===== src/pong_cfg.svh =====
`ifndef PONG_CFG_SVH
`define PONG_CFG_SVH

// Playfield size in pixels
`define PONG_WIDTH 160
`define PONG_HEIGHT 120

// Object sizes in pixels
`define PONG_BALL_SIZE 4
`define PONG_PADDLE_LEN 16
`define PONG_PADDLE_WID 4

// Movement per frame
`define PONG_PADDLE_SPEED 2
`define PONG_BALL_SPEED 3

// Every coordinate shares this width
`define PONG_POS_BITS 8

// Ball travel limits, the paddles sit at both X ends
`define PONG_BALL_X_MIN (`PONG_PADDLE_WID)
`define PONG_BALL_X_MAX (`PONG_WIDTH - `PONG_BALL_SIZE - `PONG_PADDLE_WID)
`define PONG_BALL_Y_MAX (`PONG_HEIGHT - `PONG_BALL_SIZE)
`define PONG_PADDLE_MAX (`PONG_HEIGHT - `PONG_PADDLE_LEN)

// Start and serve positions
`define PONG_PADDLE_START (`PONG_PADDLE_MAX / 2)
`define PONG_BALL_START_X ((`PONG_WIDTH - `PONG_BALL_SIZE) / 2)
`define PONG_BALL_START_Y (`PONG_BALL_Y_MAX / 2)
// Serve away from the player who missed, gives some reaction time
`define PONG_SERVE_X_P1 (`PONG_BALL_START_X + `PONG_BALL_START_X / 2)
`define PONG_SERVE_X_P2 (`PONG_BALL_START_X - `PONG_BALL_START_X / 2)

`endif

===== src/pongPkg.sv =====
`default_nettype none

`include "pong_cfg.svh"

package pongPkg;

    // One coordinate, origin at the upper left corner
    typedef logic [`PONG_POS_BITS-1:0] posT;

    // Tag that names the coordinate a step belongs to
    typedef enum logic [1:0] {
        STEP_BALL_X,
        STEP_BALL_Y,
        STEP_PADDLE1,
        STEP_PADDLE2
    } stepSelT;

    // Update phases, one per clock after the frame strobe
    typedef enum logic [2:0] {
        PHASE_IDLE,
        PHASE_CHECK,
        PHASE_TURN,
        // Issue phases feed the step pipeline back to back
        PHASE_ISSUE_BX,
        PHASE_ISSUE_BY,
        PHASE_ISSUE_P1,
        PHASE_ISSUE_P2
    } seqPhaseT;

endpackage

`default_nettype wire


===== src/pongGameEngine.sv =====
`timescale 1ns/1ps
`default_nettype none

module pongGameEngine
    import pongPkg::*;
(
    input  logic pixIf_CLK,
    input  logic reset,
    input  logic pixIf_NEXT_FRAME,
    input  logic player1YUp,
    input  logic player1YDown,
    input  logic player2YUp,
    input  logic player2YDown,
    output posT  player1Pos,
    output posT  player2Pos,
    output posT  ballXPos,
    output posT  ballYPos
);

    // Sequencer outputs
    seqPhaseT phase;
    logic     p1Up;
    logic     p1Down;
    logic     p2Up;
    logic     p2Down;

    // Collision flags
    logic sideHit;
    logic bounceHit;
    logic gameOver;

    // Step unit request and result
    logic    stepValid;
    stepSelT stepSel;
    logic    stepUp;
    posT     stepSpeed;
    posT     stepBoundary;
    posT     stepPos;
    logic    resultValid;
    stepSelT resultSel;
    posT     resultPos;

    pongFrameSequencer seq0 (
        .pixIf_CLK(pixIf_CLK), .reset(reset), .pixIf_NEXT_FRAME(pixIf_NEXT_FRAME),
        .player1YUp(player1YUp), .player1YDown(player1YDown),
        .player2YUp(player2YUp), .player2YDown(player2YDown),
        .phase(phase), .p1Up(p1Up), .p1Down(p1Down), .p2Up(p2Up), .p2Down(p2Down)
    );

    pongCollisionCheck coll0 (
        .pixIf_CLK(pixIf_CLK), .reset(reset), .phase(phase),
        .ballXPos(ballXPos), .ballYPos(ballYPos),
        .player1Pos(player1Pos), .player2Pos(player2Pos),
        .sideHit(sideHit), .bounceHit(bounceHit), .gameOver(gameOver)
    );

    // One shared step unit for all four coordinates
    pongBoundedStep step0 (
        .pixIf_CLK(pixIf_CLK), .reset(reset),
        .stepValid(stepValid), .stepSel(stepSel), .stepUp(stepUp),
        .stepSpeed(stepSpeed), .stepBoundary(stepBoundary), .stepPos(stepPos),
        .resultValid(resultValid), .resultSel(resultSel), .resultPos(resultPos)
    );

    pongGameState state0 (
        .pixIf_CLK(pixIf_CLK), .reset(reset), .phase(phase),
        .p1Up(p1Up), .p1Down(p1Down), .p2Up(p2Up), .p2Down(p2Down),
        .sideHit(sideHit), .bounceHit(bounceHit), .gameOver(gameOver),
        .resultValid(resultValid), .resultSel(resultSel), .resultPos(resultPos),
        .stepValid(stepValid), .stepSel(stepSel), .stepUp(stepUp),
        .stepSpeed(stepSpeed), .stepBoundary(stepBoundary), .stepPos(stepPos),
        .ballXPos(ballXPos), .ballYPos(ballYPos),
        .player1Pos(player1Pos), .player2Pos(player2Pos)
    );

endmodule

`default_nettype wire


===== src/pongGameState.sv =====
`timescale 1ns/1ps
`default_nettype none

`include "pong_cfg.svh"

module pongGameState
    import pongPkg::*;
(
    input  logic     pixIf_CLK,
    input  logic     reset,
    input  seqPhaseT phase,
    input  logic     p1Up,
    input  logic     p1Down,
    input  logic     p2Up,
    input  logic     p2Down,
    input  logic     sideHit,
    input  logic     bounceHit,
    input  logic     gameOver,
    input  logic     resultValid,
    input  stepSelT  resultSel,
    input  posT      resultPos,
    output logic     stepValid,
    output stepSelT  stepSel,
    output logic     stepUp,
    output posT      stepSpeed,
    output posT      stepBoundary,
    output posT      stepPos,
    output posT      ballXPos,
    output posT      ballYPos,
    output posT      player1Pos,
    output posT      player2Pos
);

    // Ball direction, set means increasing coordinate
    logic ballXUp;
    logic ballYUp;

    // Step operands per issue phase, nothing issued after a miss
    always_comb begin
        stepValid    = 1'b0;
        stepSel      = STEP_BALL_X;
        stepUp       = 1'b0;
        stepSpeed    = '0;
        stepBoundary = '0;
        stepPos      = '0;
        case (phase)
            PHASE_ISSUE_BX: begin
                stepValid    = !gameOver;
                stepSel      = STEP_BALL_X;
                stepUp       = ballXUp;
                stepSpeed    = posT'(`PONG_BALL_SPEED);
                stepBoundary = ballXUp ? posT'(`PONG_BALL_X_MAX) : posT'(`PONG_BALL_X_MIN);
                stepPos      = ballXPos;
            end
            PHASE_ISSUE_BY: begin
                stepValid    = !gameOver;
                stepSel      = STEP_BALL_Y;
                stepUp       = ballYUp;
                stepSpeed    = posT'(`PONG_BALL_SPEED);
                stepBoundary = ballYUp ? posT'(`PONG_BALL_Y_MAX) : '0;
                stepPos      = ballYPos;
            end
            // Paddles move by the up button, result is dropped when idle
            PHASE_ISSUE_P1: begin
                stepValid    = !gameOver;
                stepSel      = STEP_PADDLE1;
                stepUp       = p1Up;
                stepSpeed    = posT'(`PONG_PADDLE_SPEED);
                stepBoundary = p1Up ? posT'(`PONG_PADDLE_MAX) : '0;
                stepPos      = player1Pos;
            end
            PHASE_ISSUE_P2: begin
                stepValid    = !gameOver;
                stepSel      = STEP_PADDLE2;
                stepUp       = p2Up;
                stepSpeed    = posT'(`PONG_PADDLE_SPEED);
                stepBoundary = p2Up ? posT'(`PONG_PADDLE_MAX) : '0;
                stepPos      = player2Pos;
            end
            default: ;
        endcase
    end

    // Direction flips, serve and tagged write-back
    always_ff @(posedge pixIf_CLK) begin
        if (reset) begin
            ballXPos   <= posT'(`PONG_BALL_START_X);
            ballYPos   <= posT'(`PONG_BALL_START_Y);
            player1Pos <= posT'(`PONG_PADDLE_START);
            player2Pos <= posT'(`PONG_PADDLE_START);
            ballXUp    <= 1'b0;
            ballYUp    <= 1'b0;
        end else begin
            if (phase == PHASE_TURN) begin
                ballXUp <= ballXUp ^ sideHit;
                ballYUp <= ballYUp ^ bounceHit;
                if (gameOver) begin
                    player1Pos <= posT'(`PONG_PADDLE_START);
                    player2Pos <= posT'(`PONG_PADDLE_START);
                    // Serve position follows the new X direction
                    ballXPos   <= (ballXUp ^ sideHit) ? posT'(`PONG_SERVE_X_P2)
                                                      : posT'(`PONG_SERVE_X_P1);
                end
            end
            if (resultValid) begin
                case (resultSel)
                    STEP_BALL_X:  ballXPos <= resultPos;
                    STEP_BALL_Y:  ballYPos <= resultPos;
                    STEP_PADDLE1: if (p1Up != p1Down) player1Pos <= resultPos;
                    STEP_PADDLE2: if (p2Up != p2Down) player2Pos <= resultPos;
                    default: ;
                endcase
            end
        end
    end

    // Everything stays on the playfield across frames and serves
    assert property (@(posedge pixIf_CLK) disable iff (reset)
        ballXPos >= posT'(`PONG_BALL_X_MIN) && ballXPos <= posT'(`PONG_BALL_X_MAX) &&
        ballYPos <= posT'(`PONG_BALL_Y_MAX) &&
        player1Pos <= posT'(`PONG_PADDLE_MAX) && player2Pos <= posT'(`PONG_PADDLE_MAX));

endmodule

`default_nettype wire


===== src/pongBoundedStep.sv =====
`timescale 1ns/1ps
`default_nettype none

module pongBoundedStep
    import pongPkg::*;
(
    input  logic    pixIf_CLK,
    input  logic    reset,
    input  logic    stepValid,
    input  stepSelT stepSel,
    input  logic    stepUp,
    input  posT     stepSpeed,
    input  posT     stepBoundary,
    input  posT     stepPos,
    output logic    resultValid,
    output stepSelT resultSel,
    output posT     resultPos
);

    localparam int sumBits = $bits(posT) + 1;

    // Stage 1 operands
    logic    validQ1;
    stepSelT selQ1;
    logic    upQ1;
    posT     speedQ1;
    posT     boundaryQ1;
    posT     posQ1;

    // Stage 2 raw sum and what the clamp still needs
    logic    upQ2;
    posT     boundaryQ2;
    logic [sumBits-1:0] sumD;
    logic [sumBits-1:0] sumQ2;
    logic    atBound;

    // Wide add or subtract, MSB flags carry or underflow
    assign sumD = upQ1 ? ({1'b0, posQ1} + {1'b0, speedQ1})
                       : ({1'b0, posQ1} - {1'b0, speedQ1});

    // Valid bits of both stages
    always_ff @(posedge pixIf_CLK) begin
        if (reset) begin
            validQ1     <= 1'b0;
            resultValid <= 1'b0;
        end else begin
            validQ1     <= stepValid;
            resultValid <= validQ1;
        end
    end

    // Payload travels alongside, tag included
    always_ff @(posedge pixIf_CLK) begin
        selQ1      <= stepSel;
        upQ1       <= stepUp;
        speedQ1    <= stepSpeed;
        boundaryQ1 <= stepBoundary;
        posQ1      <= stepPos;
        resultSel  <= selQ1;
        upQ2       <= upQ1;
        boundaryQ2 <= boundaryQ1;
        sumQ2      <= sumD;
    end

    // Saturate at the bound in the move direction
    always_comb begin
        if (upQ2) begin
            atBound = sumQ2 >= {1'b0, boundaryQ2};
        end else begin
            atBound = sumQ2[sumBits-1] || (sumQ2[sumBits-2:0] <= boundaryQ2);
        end
    end

    assign resultPos = atBound ? boundaryQ2 : sumQ2[sumBits-2:0];

    // Upward move lands between its start and the bound it was issued with
    assert property (@(posedge pixIf_CLK) disable iff (reset)
        stepValid && stepUp |-> ##2 (resultValid && resultPos >= $past(stepPos, 2) &&
                                     resultPos <= $past(stepBoundary, 2)));

endmodule

`default_nettype wire


===== src/pongCollisionCheck.sv =====
`timescale 1ns/1ps
`default_nettype none

`include "pong_cfg.svh"

module pongCollisionCheck
    import pongPkg::*;
(
    input  logic     pixIf_CLK,
    input  logic     reset,
    input  seqPhaseT phase,
    input  posT      ballXPos,
    input  posT      ballYPos,
    input  posT      player1Pos,
    input  posT      player2Pos,
    output logic     sideHit,
    output logic     bounceHit,
    output logic     gameOver
);

    // One extra bit so the end points cannot wrap
    logic [`PONG_POS_BITS:0] ballYEnd;
    logic [`PONG_POS_BITS:0] player1End;
    logic [`PONG_POS_BITS:0] player2End;

    logic leftHit;
    logic rightHit;
    logic player1Covers;
    logic player2Covers;

    // Far edges of ball and paddles along Y
    assign ballYEnd   = {1'b0, ballYPos} + {1'b0, posT'(`PONG_BALL_SIZE)};
    assign player1End = {1'b0, player1Pos} + {1'b0, posT'(`PONG_PADDLE_LEN)};
    assign player2End = {1'b0, player2Pos} + {1'b0, posT'(`PONG_PADDLE_LEN)};

    // Player 1 guards the low X side, player 2 the high X side
    assign leftHit  = ballXPos <= posT'(`PONG_BALL_X_MIN);
    assign rightHit = ballXPos >= posT'(`PONG_BALL_X_MAX);

    // Paddle and ball overlap in Y
    assign player1Covers = ({1'b0, player1Pos} < ballYEnd) &&
                           (player1End > {1'b0, ballYPos});
    assign player2Covers = ({1'b0, player2Pos} < ballYEnd) &&
                           (player2End > {1'b0, ballYPos});

    // Flags are captured once per frame at the end of the check phase
    always_ff @(posedge pixIf_CLK) begin
        if (reset) begin
            sideHit   <= 1'b0;
            bounceHit <= 1'b0;
            gameOver  <= 1'b0;
        end else if (phase == PHASE_CHECK) begin
            sideHit   <= leftHit || rightHit;
            bounceHit <= (ballYPos == '0) || (ballYPos >= posT'(`PONG_BALL_Y_MAX));
            // Miss when the paddle on the hit side is elsewhere
            gameOver  <= (leftHit && !player1Covers) ||
                         (rightHit && !player2Covers);
        end
    end

    // Previous frame has finished writing before the flags are captured
    assert property (@(posedge pixIf_CLK) disable iff (reset)
        phase == PHASE_CHECK |-> $stable({ballXPos, ballYPos, player1Pos, player2Pos}));

endmodule

`default_nettype wire


===== src/pongFrameSequencer.sv =====
`timescale 1ns/1ps
`default_nettype none

module pongFrameSequencer
    import pongPkg::*;
(
    input  logic     pixIf_CLK,
    input  logic     reset,
    input  logic     pixIf_NEXT_FRAME,
    input  logic     player1YUp,
    input  logic     player1YDown,
    input  logic     player2YUp,
    input  logic     player2YDown,
    output seqPhaseT phase,
    output logic     p1Up,
    output logic     p1Down,
    output logic     p2Up,
    output logic     p2Down
);

    seqPhaseT nextPhase;

    // Fixed update order, idle waits for the strobe
    always_comb begin
        case (phase)
            PHASE_CHECK:    nextPhase = PHASE_TURN;
            PHASE_TURN:     nextPhase = PHASE_ISSUE_BX;
            PHASE_ISSUE_BX: nextPhase = PHASE_ISSUE_BY;
            PHASE_ISSUE_BY: nextPhase = PHASE_ISSUE_P1;
            PHASE_ISSUE_P1: nextPhase = PHASE_ISSUE_P2;
            default:        nextPhase = PHASE_IDLE;
        endcase
    end

    // Phase register
    always_ff @(posedge pixIf_CLK) begin
        if (reset) begin
            phase <= PHASE_IDLE;
        end else if (pixIf_NEXT_FRAME) begin
            // A strobe always restarts at the check
            phase <= PHASE_CHECK;
        end else begin
            phase <= nextPhase;
        end
    end

    // Button snapshot, held for the whole frame update
    always_ff @(posedge pixIf_CLK) begin
        if (reset) begin
            p1Up   <= 1'b0;
            p1Down <= 1'b0;
            p2Up   <= 1'b0;
            p2Down <= 1'b0;
        end else if (pixIf_NEXT_FRAME) begin
            p1Up   <= player1YUp;
            p1Down <= player1YDown;
            p2Up   <= player2YUp;
            p2Down <= player2YDown;
        end
    end

    // Sequence is back in idle at most seven samples later, or restarted
    assert property (@(posedge pixIf_CLK) disable iff (reset)
        pixIf_NEXT_FRAME |-> ##[1:7] (phase == PHASE_IDLE || pixIf_NEXT_FRAME));

endmodule

`default_nettype wire


===== config.mk =====
export PLATFORM = sky130hd
export DESIGN_NAME = pongGameEngine
export DESIGN_NICKNAME = d
export VERILOG_FILES = /design/src/pongPkg.sv /design/src/pongGameEngine.sv /design/src/pongGameState.sv /design/src/pongBoundedStep.sv /design/src/pongCollisionCheck.sv /design/src/pongFrameSequencer.sv
export VERILOG_INCLUDE_DIRS = /design/src /design/src/src
export SDC_FILE = /design/constraint.sdc
export NUM_CORES = 1
export LEC_CHECK = 0
export BUFFER_PORTS_ARGS = -buffer_cell sky130_fd_sc_hd__buf_2
export CAP_MARGIN = 20
export CORE_MARGIN = 5
export CORE_UTILIZATION = 54
export CTS_BUF_LIST = sky130_fd_sc_hd__clkbuf_16
export DETAILED_ROUTE_END_ITERATION = 16
export PLACE_DENSITY = 0.74
export RECOVER_POWER = 50
export SETUP_SLACK_MARGIN = 0.02
export SKIP_CTS_REPAIR_TIMING = 1
export SLEW_MARGIN = 25
export SYNTH_ARGS = -nofsm -noshare
export SYNTH_HDL_FRONTEND = slang
export SYNTH_SLANG_ARGS = --single-unit

===== constraint.sdc =====
create_clock -name pixIf_CLK -period 2.45 [get_ports pixIf_CLK]
set_clock_uncertainty 0.1 [all_clocks]
set_input_delay 0.3675 -clock pixIf_CLK [delete_from_list [all_inputs] [get_ports pixIf_CLK]]
set_output_delay 0.3675 -clock pixIf_CLK [all_outputs]
set_load 0.02 [all_outputs]

---- Word level (Yosys, flattened, before mapping) ----
Cells that the tools add are included.
storage, ports and cells
  register bits ........................... 93
  RAM bits ................................ 0
  bits in latches ......................... 0
  input bits .............................. 7
  memory bits (read-only) ................. 0
  memories kept ........................... 0
  output and inout port bits .............. 32
cells by class
  $mul .................................... 0
  shift operators ......................... 0
  divide/modulo/power cells ............... 0
  add/sub/neg operators ................... 5
  bitwise logic cells ..................... 3
  muxes and demuxes ....................... 29
  order comparisons ....................... 9
  equal/unequal tests ..................... 11
  reductions and logical operators ........ 19
operator list
  operator                                                           count
  2-to-1 mux 8 bit                                                   16
  one-hot mux 8 bit (4 select lines)                                 2
  2-to-1 mux 7 bit                                                   4
  adder 8 x 5 -> 9 bit, second input constant                        2
  greater-than comparator 9 x 8 -> 1 bit                             2
  less-than comparator 8 x 9 -> 1 bit                                2
  one-hot mux 3 bit (5 select lines)                                 1
  adder 8 x 3 -> 9 bit, second input constant                        1
  adder 8 x 8 -> 9 bit                                               1
  == test 3 bit, second input constant                               3
  greater-or-equal comparator 9 x 8 -> 1 bit                         1
  2-to-1 mux 9 bit                                                   1
  subtractor 8 x 8 -> 9 bit                                          1
  greater-or-equal comparator 8 x 7 -> 1 bit, second input constant  1
  greater-or-equal comparator 8 bit, second input constant           1
  less-or-equal comparator 8 x 3 -> 1 bit, second input constant     1
  less-or-equal comparator 8 bit                                     1
  zero test 8 bit                                                    1
  OR reduction 2 bit                                                 4
  == test 3 x 2 -> 1 bit, second input constant                      2
  one-hot mux 2 bit (3 select lines)                                 1
  == test 2 bit, second input constant                               2
  logical AND 1 bit                                                  4
  logical OR 1 bit                                                   4
  12 further kinds                                                   17

---- Longest topological paths before layout ----
Gate-level depths: netlist of run 1.
  depth in word-level cells ............... 7
  gate-level depth with buffers ........... 11
  mapped depth without buffers ............ 11

---- Hierarchy ----
A second synthesis of run 1 with hierarchy kept.
second synthesis, totals
  cell total of the unflattened synthesis .. 543
  area total of the unflattened synthesis .. 5094.9 um2
modules (own cells, without submodules)
  module              area each (um2)  instances  cells each
  pongGameState       1950.6           1          224
  pongBoundedStep     1813.0           1          157
  pongCollisionCheck  1056.0           1          136
  pongFrameSequencer  275.3            1          26

---- Worst setup path after synthesis of run 1 ----
OpenSTA, ideal clock, no wires.
  kind .................................... register -> register
  from .................................... register state0.ballYPos[2]
  to ...................................... register coll0.gameOver
  cell stages (with the launch flop) ...... 11
  path buffers ............................ 0
  setup time .............................. 124 ps
  arrival ................................. 2502 ps
  setup slack ............................. -276 ps
  clock period less this slack ............ 2726 ps
  path through ............................ dfxtp_1 > ha_1 > xnor2_1 > ha_1 > or3_1 > o21ai_0 > a21oi_1 > maj3_1 > maj3_1 > nor2_1 > o21ai_0
between the ends
  longest elaborated chain between the ends .. 6
  elaborated cells between the ends (all ways) .. 12
  classes of those cells .................. 1 x add/sub; 4 x order compare; 7 x reduce/logical
RTL lines
  what                                                    line                                                text
  start, declared                                         pongGameState.sv:29                                 output posT ballYPos,
  start signal, assigned                                  pongGameState.sv:88                                 ballYPos <= posT'(`PONG_BALL_START_Y);
  start signal, assigned                                  pongGameState.sv:108                                STEP_BALL_Y: ballYPos <= resultPos;
  adder 8 x 3 -> 9 bit                                    pongCollisionCheck.sv:32                            assign ballYEnd = {1'b0, ballYPos} + {1'b0, posT'(`PONG_BALL_SIZE)};
  less-than comparator 8 x 9 -> 1 bit (on tied branches)  pongCollisionCheck.sv:41, pongCollisionCheck.sv:43
  logical AND 1 bit (on tied branches)                    pongCollisionCheck.sv:41, pongCollisionCheck.sv:43
  zero test 1 bit (on tied branches)                      pongCollisionCheck.sv:56, pongCollisionCheck.sv:57
  logical AND 1 bit (on tied branches)                    pongCollisionCheck.sv:56, pongCollisionCheck.sv:57
  logical OR 1 bit *                                      pongCollisionCheck.sv:56                            gameOver <= (leftHit && !player1Covers) ||
  end signal, assigned                                    pongCollisionCheck.sv:56
  end, declared                                           pongCollisionCheck.sv:18                            output logic gameOver
Every way passes the cells marked *; elsewhere a longest branch is shown, timed or not.
A chain may end at the register's enable or synchronous reset.

---- Final worst setup path of run 1 ----
  from .................................... register state0.ballYPos[3]
  to ...................................... register coll0.gameOver
The elaborated chain is that of the path after synthesis.

==> results.md, run 1 <==
Cells and area:
- The total inserted antenna cells is 0.
- After the last flow step, the layout net total stands at 589.
- Of the cells placed in the final design, the portion with a size suffix greater than 1 is 0.2458.
- After filler insertion, the fill cell instance count of the layout stands at 582.
- Once layout is complete, the cells apart from fillers number 643.
- The area growth from synthesis to layout is 25.40%.
- At the end of the flow the core is filled with cells to 0.6865.

STA:
- The minimum clock period after layout is 2.434 ns.
- Setup repair after global routing could not meet its margin everywhere.
- The final hold violation count came to 0.
- Based on the critical path, the design can be clocked at up to 410.9 MHz.
- The worst path meets setup with between 0.015 and 0.02 ns of slack.
- The max-slew headroom at the worst pin is 0.2143.
- The count of pins over their slew limit is 0.
- At the pin with the least slew margin, the transition time is 1.179 ns.
- The count of endpoints failing setup in the final report is 0.
- The share of the cycle needed by the critical path after routing is 0.9934.

Clock tree:
- For this design, the sink count on the clock tree is 81.
- The insertion delay to the later sink of the worst-skew pair is 0.34 ns.
- The CTS buffer count is 9.
- The maximum clock insertion buffer count is 2.
- TritonCTS built the clock tree.
- The H-tree was split into 3 levels.
- The cell sitting at the root of the clock tree is a clkbuf_16.
- Clock-pin slew was measured on the worst setup and hold paths at 0.06 ns.

Run:
- The tool flagged a number of max-cap violations equal to 0.

Critical path:
- The number of cell instances on the worst register-to-register path is 10.
- STA classifies the critical path startpoint as a flip-flop.
- The endpoint class of the critical path is a flip-flop.
- The worst setup path is of the flip-flop to flip-flop kind.
- The maximum net fanout on the critical path is 5.
- The critical path data arrival time is 2.56 ns.
- The critical path launch point is state0.ballYPos[3]$_SDFFE_PP1P_.
- The reg-to-reg critical path startpoint is state0.ballYPos[3]$_SDFFE_PP1P_.
- The required time of the critical path is 2.58 ns.
- The setup check on the worst reg-to-reg path leaves a slack of 0.02 ns.
- In this run the critical register-to-register path is captured at coll0.gameOver$_SDFFE_PP0P_.

Pwr:
- For this design the static power due to leakage is between 2 and 2.5 nW.
- The worst-case IR drop observed on VDD is 0.0004774 V.
- For this design the ratio of total power to cell area is 589.8 nW/um^2.

Drt:
- In the routed design, unresolved DRC markers number 0.
- Dividing the detail-routed wire length by the instance count gives approximately 18 um.
- The total wire length after detailed routing is approximately 12 mm.
- The first detailed-routing pass ran for 7 iterations.
- Once detail routing completed, the nets flagged for antenna violations numbered 0.
- Detailed routing inserted a total of 3810 vias.
- In the routed layout, each cell is associated on average with a via count of 5.925.
- For this block, the initial DRC count from the detailed router was roughly 370.

GRT:
- The number of global-route vias before repair was 3620.
- After global routing the overflow that remains totals 0.
- The initial antenna violation count is 0.
- Entering global routing, the biggest net connects 27 pins.
- The first global-routing pass estimated 18.80 mm of wire.
- In the global route stage, overall resource usage came out at 0.2490.

Logic synthesis:
- Ranked by total cell area, the synthesized netlist is headed by dfxtp_1 (39%), ha_1 (13%), mux2i_1 (4.5%).
- The number of flip-flops and latches in the synthesized netlist is 81.
- The sequential area share after synthesis is 0.3873.
- Summing every instance area after synthesis gives 4187 sq um.
- Synthesis produced a netlist with a net count of ~500.
- Of the post-synthesis cell area, the dominant cell type holds 0.3873.
- Yosys instantiated no cell more often than dfxtp_1.
- In the synthesized netlist, the cells that appear most often are dfxtp_1 (81), ha_1 (45), nand2_1 (39), o21ai_0 (33), nor2_1 (31).
- The primary flip-flop cell chosen by synthesis mapping is dfxtp_1.
- After synthesis, the mean cell area works out to between 9 and 10 sq um.
- The count of mapped cells out of synthesis is 462.
- The number of library cell types mapped by synthesis is 51.
- The number of flops mapped to enable cells by yosys is 0.
- The synthesis warning total is 0.
- The largest total area in the synthesized netlist belongs to dfxtp_1.
- The post-synthesis async set-or-reset flop share is 0.

Worst hold path:
- Counting instances, the worst hold path has a depth of 3.
- The path with the worst hold slack has its endpoint at seq0.p1Down$_SDFFE_PP0P_.
- The classification of the worst-slack hold path is input port to flip-flop.
- In this run the most critical hold path is launched from player1YDown.

Placed design:
- The HPWL after detailed placement is 8.859 mm.
- The instance count after placement with tap cells included is 623.
- Routability-driven placement finished with a final weighted congestion of between 0.8 and 0.9.
- The worst-case setup slack after placement is -0.1074 ns.
- In this run the tool buffered the top-level ports with 38 buffer cells.

Floorplanning:
- The die covers 9614 sq um.
- For this configuration, the core starts out at a cell density of 0.5474.
- The top-level I/O count is 39.
- The floorplan step defined a core boundary enclosing roughly 7600 sq um.
- From left edge to right edge, the die measures 98.05 um.
- The height of the die is 98.05 um.
- The number of rows in the core area is 32.

Outcome:
- The run finished with clean final reports.
## state kept, by name (all words and copies together) (netlist names), 2 cells and up
name               count
step0.sumQ2            9
state0.ballXPos        8
state0.ballYPos        8
state0.player1Pos      8
state0.player2Pos      8
step0.posQ1            8
step0.boundaryQ1       5
step0.boundaryQ2       5
seq0.phase             3
step0.resultSel        2
step0.selQ1            2
step0.speedQ1          2
## kinds of logic (layout without fill, tap and decap cells)
| kind of cell | Yosys count | in the layout | share of synthesized area |
|---|---|---|---|
| compound gates | 111 | 111 | 0.1716 |
| xor+xnor | 20 | 20 | 0.04184 |
| fa+ha+maj | 49 | 49 | 0.1464 |
| buf+inv | 39 | 118 | 0.03676 |
| flops | 81 | 81 | 0.3873 |
| mux | 20 | 20 | 0.04812 |
| simple gates | 142 | 142 | 0.1680 |
## final cells by class
cell class | count | area, sq um | area share
inverter | 24 | 90.09 | 0.01716
timing repair buffer | 78 | 500.5 | 0.09533
multi-input combinational | 342 | 2555 | 0.4867
tap | 102 | 127.6 | 0.02431
sequential | 81 | 1640 | 0.3124
clock inverter | 6 | 86.33 | 0.01644
clock buffer | 10 | 250.2 | 0.04766
## cell usage in the layout, fill, tap and decap left out, types with 3 or more instances in the layout
master	netlist	layout
a22o_1	8	8
dfxtp_4	0	3
a22oi_1	3	3
xor2_1	10	10
dfxtp_1	81	72
inv_1	24	24
a21oi_1	25	20
clkbuf_1	7	3
xnor2_1	10	9
clkbuf_16	0	10
o21ai_0	33	26
nand2_1	39	39
nand2b_1	10	10
a211oi_1	11	10
nor4_1	4	4
buf_2	0	36
ha_1	45	40
o21ai_1	0	5
nor3_1	18	17
nand3_1	11	10
mux2i_1	19	17
a21oi_2	0	5
buf_4	0	37
nand4_1	3	3
a21o_1	4	4
a31oi_1	3	3
or2_2	3	3
nor2_1	31	30
maj3_2	0	3
o21a_1	4	4
ha_4	0	4
nor2b_1	8	8
dfxtp_2	0	6
## how the worst max path moves through the flow
stage | end | cells after the start | slack [ns]
after global placement | coll0.gameOver$_SDFFE_PP0P_ | 10 | -0.05
final | coll0.gameOver$_SDFFE_PP0P_ | 10 | 0.02
after global routing | step0.sumQ2[6]$_DFF_P_ | 10 | -0.07
after floorplan | coll0.gameOver$_SDFFE_PP0P_ | 11 | 0.03
after detailed placement | step0.sumQ2[6]$_DFF_P_ | 10 | -0.11
after CTS | step0.sumQ2[6]$_DFF_P_ | 10 | -0.12
## power breakdown
part	total [mW]	internal [mW]	switching (mW)
sequential	1.35	1.33	0.0177
clock	1.50	0.954	0.541
combinational	0.249	0.117	0.132
total	3.10	2.41	0.691
## layer usage
| metal | vias up | GRT usage | share of wire |
|---|---|---|---|
| met5 | - | 0 | 0 |
| met4 | 0 | 0.09798 | 0.021 |
| met3 | 19 | 0.04500 | 0.070 |
| met2 | 171 | 0.4073 | 0.48 |
| met1 | 1807 | 0.3262 | 0.43 |
| li1 | 1813 | - | - |
## critical path: stages (launching register included)
cell	delay, ns
dfxtp_4	0.36
ha_4	0.17
xnor2_2	0.13
ha_1	0.30
or3_4	0.34
o21ai_2	0.07
a21oi_2	0.05
maj3_2	0.30
maj3_2	0.30
nor2_2	0.11
o21ai_1	0.08
## stage by stage
step / power [mW] / cell area [sq um] / TNS (ns) / hold WS, ns
final: 3.096 / 5250 / 0 / 0.1622
after global routing: 3.184 / 5250 / -0.1567 / 0.1835
after CTS: 3.080 / 5097 / -0.3961 / 0.1627
after detailed placement: 1.596 / 4761 / -0.3135 / 0.2121
after global placement: 1.591 / 4761 / -0.04702 / 0.2102
after floorplan: 1.523 / 4234 / 0 / 0.2095
No activity file was read; power rests on OpenSTA's default activity.
==> run 2: changes to the inputs <==
==> constraint.sdc (replaced) <==
create_clock -name pixIf_CLK -period 2.18 [get_ports pixIf_CLK]
set_clock_uncertainty 0.1 [all_clocks]
set_input_delay 0.327 -clock pixIf_CLK [delete_from_list [all_inputs] [get_ports pixIf_CLK]]
set_output_delay 0.327 -clock pixIf_CLK [all_outputs]
set_load 0.02 [all_outputs]
==> results.md, run 2 (synthesis gave the netlist of run 1 again) <==
Critical path:
- The worst stage delay on the critical path was 0.37 ns (about the same).
- The critical path data arrival time came to 2.65 ns (+0.09 ns).
- The setup slack of the worst register-to-register path was -0.34 ns (-0.35 ns).
- The maximum net fanout on the critical path was 5 (unchanged).
- The required time of the critical path came to 2.31 ns (-0.27 ns).
- The critical path is of the flip-flop to flip-flop type.
- The endpoint class of the critical path is a flip-flop.
- The worst path buffer plus inverter count is 0 (unchanged).
- The kind of cell with the highest combined delay on the critical path is adder cells.
- The worst-path cell with the longest stage delay is dfxtp_4.
- STA classifies the critical path startpoint as a flip-flop.
- Walking the worst path, the cells encountered are ha_4 > xnor2_2 > ha_1 > or3_1 > o21ai_1 > a21oi_2 > maj3_2 > maj3_2 > nor2_2 > o21ai_1.

Cells and area:
- The cell area after layout is 5749 sq um (+9.5%).
- In the layout the commonest cells are dfxtp_1 (72), buf_4 (72), nand2_1 (37), ha_1 (37), nor2_1 (30).
- The synthesis-to-finish area growth is 37.33%.
- The flip-flop count of the largest register after layout is 9 (unchanged).
- The ratio of cells with drive above 1 in the final layout is 0.3310 (+0.08519).
- The final core utilization was 0.7518 (+0.06528).
- The top register by number of flip-flops is step0.sumQ2.
- The final-stage net count is 628 (+6.6%).
- The total inserted antenna cells is 0 (unchanged).

Outcome:
- The run finished, with violations left.
- The checks that failed: setup timing.

GRT:
- The maximum number of pins on one net before global-route repair was 22 (-19%).
- The aggregate global-route resource usage is 0.2600 (+0.01105).
- The number of global-route vias before repair is 3985 (+10%).
- The initial antenna violation count is 0 (unchanged).
- The sum of overflow across all layers after global routing is 0 (unchanged).
- The first-pass GRT wire length is 19.64 mm (+4.5%).

Floorplanning:
- The core footprint is 7647 sq um (unchanged).
- The x dimension of the die was 98.05 um (unchanged).
- The number of rows in the core area is 32 (unchanged).
- The height of the die was 98.05 um (unchanged).
- The area of the die is 9614 sq um (unchanged).
- The top-level I/O count is 39 (unchanged).
- The initial core utilization is 0.5474 (unchanged).

Drt:
- The total wire length after detailed routing is 13.37 mm (+13%).
- The average via count per standard cell came to 5.893 (-0.55%).
- The detailed-route wire length per cell is 19.60 um (+6.1%).
- The remaining antenna violation count is 0 (unchanged).
- The detailed router's first-iteration violation count is 319 (-13%).
- The first-pass detailed-route iteration total is 5 (-2).
- The total via count after detailed routing is 4019 (+5.5%).
- The post-detailed-route DRC marker count came to 0 (unchanged).

Placed design:
- The number of buffers added on ports came to 38 (unchanged).
- The weighted congestion at the end of routability-driven global placement is 0.9768 (+10%).
- The worst-case setup slack after placement is -0.2789 ns (-0.1715 ns).
- The post-DP HPWL is 9.341 mm (+5.4%).
- The cell area after placement was 5099 sq um (+7.1%).

Clock tree:
- TritonCTS built the clock tree.
- The CTS buffer count is 9 (unchanged).
- The level count of the clock H-tree came to 3 (unchanged).
- The maximum clock insertion buffer count is 2 (unchanged).
- The master cell of the clock root buffer is clkbuf_16.
- The number of clock sinks seen by CTS came to 81 (unchanged).
- The register clock-pin slew on the reported worst setup and hold paths came to 0.07 ns (about the same).
- The insertion delay to the later sink of the worst-skew pair was 0.34 ns (about the same).

Pwr:
- The power density over the cells is 612.2 nW/um^2 (+3.8%).
- The largest vdd supply drop is 0.0004743 V (-0.65%).
- The leakage power summed over all cells is 2.476 nW (+7.0%).

STA:
- The maximum operating frequency came to 397.2 MHz (-3.3%).
- The transition time of the tightest slew-check pin is 1.077 ns (-0.1014 ns).
- The total negative slack for setup checks is -5.215 ns (-5.215 ns).
- The minimum clock period after layout was 2.518 ns (+0.08368 ns).
- The count of endpoints failing setup in the final report is 36 (+36).
- The minimum hold slack was 0.1248 ns (-0.03744 ns).
- The max-slew headroom at the worst pin is 0.2753 (+0.06096).
- Setup repair after global routing could not meet its margin everywhere.
- The count of pins over their slew limit is 0 (unchanged).
- The final worst setup slack came to -0.3375 ns (-0.3537 ns).
- The share of the cycle needed by the critical path after routing is 1.155 (+0.1614).
- The final hold violation count was 0 (unchanged).

Run:
- The number of maximum-capacitance constraint violations is 0 (unchanged).

Worst hold path:
- The classification of the worst-slack hold path is input port to flip-flop.
run 2: cell count changes in the layout (fill, tap and decap cells not counted), moves of 7 or more:
cell / delta
buf_4: +35
buf_2: -14
o21ai_2: +7
o21ai_0: -9
clkbuf_1: +16
run 2: final cells by class:
| cell class | count | area, sq um |
|---|---|---|
| fill | 509 | 1898 |
| sequential | 81 | 1640 |
| tap | 102 | 127.6 |
| clock buffer | 10 | 250.2 |
| clock inverter | 6 | 71.32 |
| inverter | 24 | 90.09 |
| timing repair buffer | 117 | 770.7 |
| multi-input combinational | 342 | 2799 |
run 2: final timing paths:
check / cells past startpoint / to / startpoint
worst max register to register: 10 / coll0.gameOver$_SDFFE_PP0P_ / state0.ballYPos[2]$_SDFFE_PP0P_
worst max-delay path: 10 / coll0.gameOver$_SDFFE_PP0P_ / state0.ballYPos[2]$_SDFFE_PP0P_
worst min-delay path: 3 / seq0.p2Down$_SDFFE_PP0P_ / player2YDown
worst min register to register: 0 / step0.boundaryQ2[7]$_DFF_P_ / step0.boundaryQ1[7]$_DFF_P_
run 2: per-layer routing:
layer	wire length, um	GRT usage	up-vias
li1	-	-	1886
met1	5486	0.3330	1913
met2	6413	0.4241	167
met3	867	0.04000	53
met4	602	0.1331	0
met5	0	0	-
run 2: report_power, final:
| part | internal (mW) | total (mW) | switching (mW) |
|---|---|---|---|
| sequential | 1.50 | 1.52 | 0.0219 |
| combinational | 0.162 | 0.363 | 0.201 |
| clock | 0.972 | 1.64 | 0.664 |
| total | 2.63 | 3.52 | 0.887 |
run 2: tightest hold or removal path, cell delays in order:
cell	delay [ns]
buf_2	0.07
mux2i_1	0.06
nor2_1	0.07
run 2: through the flow:
step / power [mW] / std cells
4_1_cts: 3.409 / 674
3_5_place_dp: 1.816 / 658
6_report: 3.520 / 682
2_1_floorplan: 1.726 / 462
3_3_place_gp: 1.810 / 658
5_1_grt: 3.609 / 682
==> run 3: changes to the inputs <==
--- a/config.mk
+++ b/config.mk
@@ -9,10 +9,10 @@
 export BUFFER_PORTS_ARGS = -buffer_cell sky130_fd_sc_hd__buf_2
 export CAP_MARGIN = 20
 export CORE_MARGIN = 5
-export CORE_UTILIZATION = 54
+export CORE_UTILIZATION = 49
 export CTS_BUF_LIST = sky130_fd_sc_hd__clkbuf_16
 export DETAILED_ROUTE_END_ITERATION = 16
-export PLACE_DENSITY = 0.74
+export PLACE_DENSITY = 0.68
 export RECOVER_POWER = 50
 export SETUP_SLACK_MARGIN = 0.02
 export SKIP_CTS_REPAIR_TIMING = 1
==> results.md, run 3 (synthesis gave the netlist of run 1 again) <==
Outcome:
- The run finished, with violations left.
- The final reports fail on setup timing.

Critical path:
- The number of gates on the worst path with buffers counted is 11 (+1).
- The setup slack of the worst register-to-register path is -0.28 ns (+0.05 ns).
- The worst stage delay on the critical path is 0.33 ns (-0.04 ns).
- Walking the worst path, the cells encountered are inv_1 > ha_1 > nand3_2 > a21oi_2 > o31a_1 > o21a_1 > nor4_4 > buf_4 > mux2i_4 > buf_6 > o21ai_2.
- The worst path buffer plus inverter count came to 3 (+3).
- STA classifies the critical path startpoint as a flip-flop.
- The reg-to-reg critical path startpoint is step0.boundaryQ2[4]$_DFF_P_.
- The endpoint class of the critical path is a flip-flop.
- The maximum net fanout on the critical path is 3 (-2).
- In this design, the largest share of critical-path delay is due to compound AO/OA/AOI/OAI gates.
- The worst-path cell with the longest stage delay is dfxtp_2.
- The critical path data arrival time came to 2.57 ns (-0.08 ns).
- The required time of the critical path is 2.29 ns (-0.02 ns).
- The number of cell instances on the worst register-to-register path is 11 (+1).
- The endpoint identified for the worst register-to-register timing path is state0.player1Pos[7]$_SDFF_PP0_.
- The critical path is of the flip-flop to flip-flop type.
- The endpoint of the worst setup timing path is state0.player1Pos[7]$_SDFF_PP0_.
- The most critical setup path has its startpoint at step0.boundaryQ2[4]$_DFF_P_.

Cells and area:
- The ratio of cells with drive above 1 in the final layout came to 0.3177 (-0.01333).
- The final-stage net count was 626 (-0.32%).
- The post-layout instance count excluding filler cells was 681 (-0.15%).
- The cell area after layout was 5633 sq um (-2.0%).
- Leaving out fill and tap cells, the most frequent cells in the layout are dfxtp_1 (71), buf_4 (71), ha_1 (38).
- The flip-flop count of the largest register after layout is 9 (unchanged).
- The final core utilization is 0.6821 (-0.06968).
- The synthesis-to-finish area growth is 34.55%.
- The total inserted antenna cells came to 0 (unchanged).
- The top register by number of flip-flops is step0.sumQ2.

STA:
- The transition time of the tightest slew-check pin came to 0.7696 ns (-0.3076 ns).
- The share of the cycle needed by the critical path after routing is 1.130 (-0.02484).
- The final worst setup slack is -0.2834 ns (+0.05416 ns).
- The total negative slack for setup checks was -7.041 ns (-1.827 ns).
- The minimum hold slack is 0.1396 ns (+0.01483 ns).
- The final hold violation count is 0 (unchanged).
- Setup repair after global routing could not meet its margin everywhere.
- The count of pins over their slew limit was 0 (unchanged).
- The minimum clock period after layout is 2.463 ns (-0.05416 ns).
- The maximum operating frequency came to 405.9 MHz (+2.2%).
- The count of endpoints failing setup in the final report is 35 (-2.8%).
- The max-slew headroom at the worst pin is 0.4822 (+0.2070).

Drt:
- The total wire length after detailed routing was 12.14 mm (-9.2%).
- The detailed router's first-iteration violation count is 359 (+13%).
- The post-detailed-route DRC marker count is 0 (unchanged).
- The total via count after detailed routing was 3829 (-4.7%).
- The detailed-route wire length per cell is 17.83 um (-9.1%).
- The remaining antenna violation count came to 0 (unchanged).
- The first-pass detailed-route iteration total is 5 (unchanged).
- The average via count per standard cell is 5.623 (-4.6%).

Pwr:
- The largest vdd supply drop is 0.0004202 V (-11%).
- The net switching fraction of the power is 0.2367 (-0.01528).
- The combinational group share of total power is 0.100 (-0.003).
- The sequential cell fraction of total power is 0.468 (+0.036).
- The power dissipated by switching net loads is 0.7688 mW (-13%).
- The clock power share is 0.432 (-0.033).
- The leakage power summed over all cells is 2.456 nW (-0.83%).
- The total power after layout was 3.248 mW (-7.7%).
- The cell-internal power is 2.479 mW (-5.8%).
- The power density over the cells is 576.6 nW/um^2 (-5.8%).

GRT:
- The maximum number of pins on one net before global-route repair came to 22 (unchanged).
- The first-pass GRT wire length came to 19.58 mm (-0.35%).
- The aggregate global-route resource usage is 0.2446 (-0.01543).
- The number of global-route vias before repair was 3894 (-2.3%).
- The initial antenna violation count is 0 (unchanged).
- The sum of overflow across all layers after global routing was 0 (unchanged).

Clock tree:
- The master cell of the clock root buffer is clkbuf_16.
- The level count of the clock H-tree was 3 (unchanged).
- TritonCTS built the clock tree.
- The CTS buffer count was 9 (unchanged).
- The insertion delay to the later sink of the worst-skew pair is 0.33 ns (about the same).
- The register clock-pin slew on the reported worst setup and hold paths is 0.06 ns (about the same).
- The number of clock sinks seen by CTS is 81 (unchanged).
- The maximum clock insertion buffer count is 2 (unchanged).

Floorplanning:
- The number of rows in the core area came to 33 (+3.1%).
- The core footprint is 8258 sq um (+8.0%).
- The top-level I/O count is 39 (unchanged).
- The x dimension of the die is 102.4 um (+4.5%).
- The area of the die is 10490 sq um (+9.1%).
- The initial core utilization is 0.5070 (-0.04048).
- The height of the die is 102.4 um (+4.5%).

Placed design:
- The worst-case setup slack after placement is -0.2744 ns (+0.004497 ns).
- The number of buffers added on ports is 38 (unchanged).
- The weighted congestion at the end of routability-driven global placement was 0.9073 (-7.1%).
- The post-DP HPWL came to 9.586 mm (+2.6%).
- The instance count after placement with tap cells included is 662 (+0.61%).
- The cell area after placement was 5110 sq um (+0.22%).

Run:
- The number of maximum-capacitance constraint violations is 0 (unchanged).

Worst hold path:
- The classification of the worst-slack hold path is input port to flip-flop.
==> run 3: worst min-delay path by stage <==
| stage | start | endpoint | cells after the start |
|---|---|---|---|
| 6_report | player2YDown | seq0.p2Down$_SDFFE_PP0P_ | 3 |
| 5_1_grt | player2YDown | seq0.p2Down$_SDFFE_PP0P_ | 3 |
| 4_1_cts | player2YDown | seq0.p2Down$_SDFFE_PP0P_ | 3 |
| 3_5_place_dp | step0.selQ1[0]$_DFF_P_ | step0.resultSel[0]$_DFF_P_ | 0 |
| 3_3_place_gp | step0.selQ1[0]$_DFF_P_ | step0.resultSel[0]$_DFF_P_ | 0 |
| 2_1_floorplan | step0.boundaryQ1[3]$_DFF_P_ | step0.boundaryQ2[3]$_DFF_P_ | 0 |
==> run 3: cell type report <==
type / count / area (sq um)
multi-input combinational: 342 / 2733
fill: 661 / 2625
sequential: 81 / 1642
timing repair buffer: 115 / 757.0
clock buffer: 10 / 250.2
tap: 105 / 131.4
inverter: 24 / 92.59
clock inverter: 4 / 27.53
==> run 3: power by group through the flow <==
stage	sequential (mW)	clock (mW)	combinational [mW]
3_5_place_dp	1.55	0	0.281
5_1_grt	1.52	1.49	0.350
6_report	1.52	1.40	0.325
3_3_place_gp	1.55	0	0.274
4_1_cts	1.52	1.43	0.282
2_1_floorplan	1.55	0	0.178
==> run 3: layer usage <==
layer,track usage,vias up,wire (um),part of all wire
met4,0.07064,0,250,0.021
met1,0.3251,1819,5234,0.43
met2,0.4047,110,5823,0.48
met5,0,-,0,0
li1,-,1880,-,-
met3,0.04642,20,834,0.069
==> run 3: worst reg2reg max path, stage by stage, from the launching register on <==
cell	delay, ns
dfxtp_2	0.33
inv_1	0.05
ha_1	0.28
nand3_2	0.08
a21oi_2	0.04
o31a_1	0.28
o21a_1	0.19
nor4_4	0.32
buf_4	0.21
mux2i_4	0.24
buf_6	0.15
o21ai_2	0.06
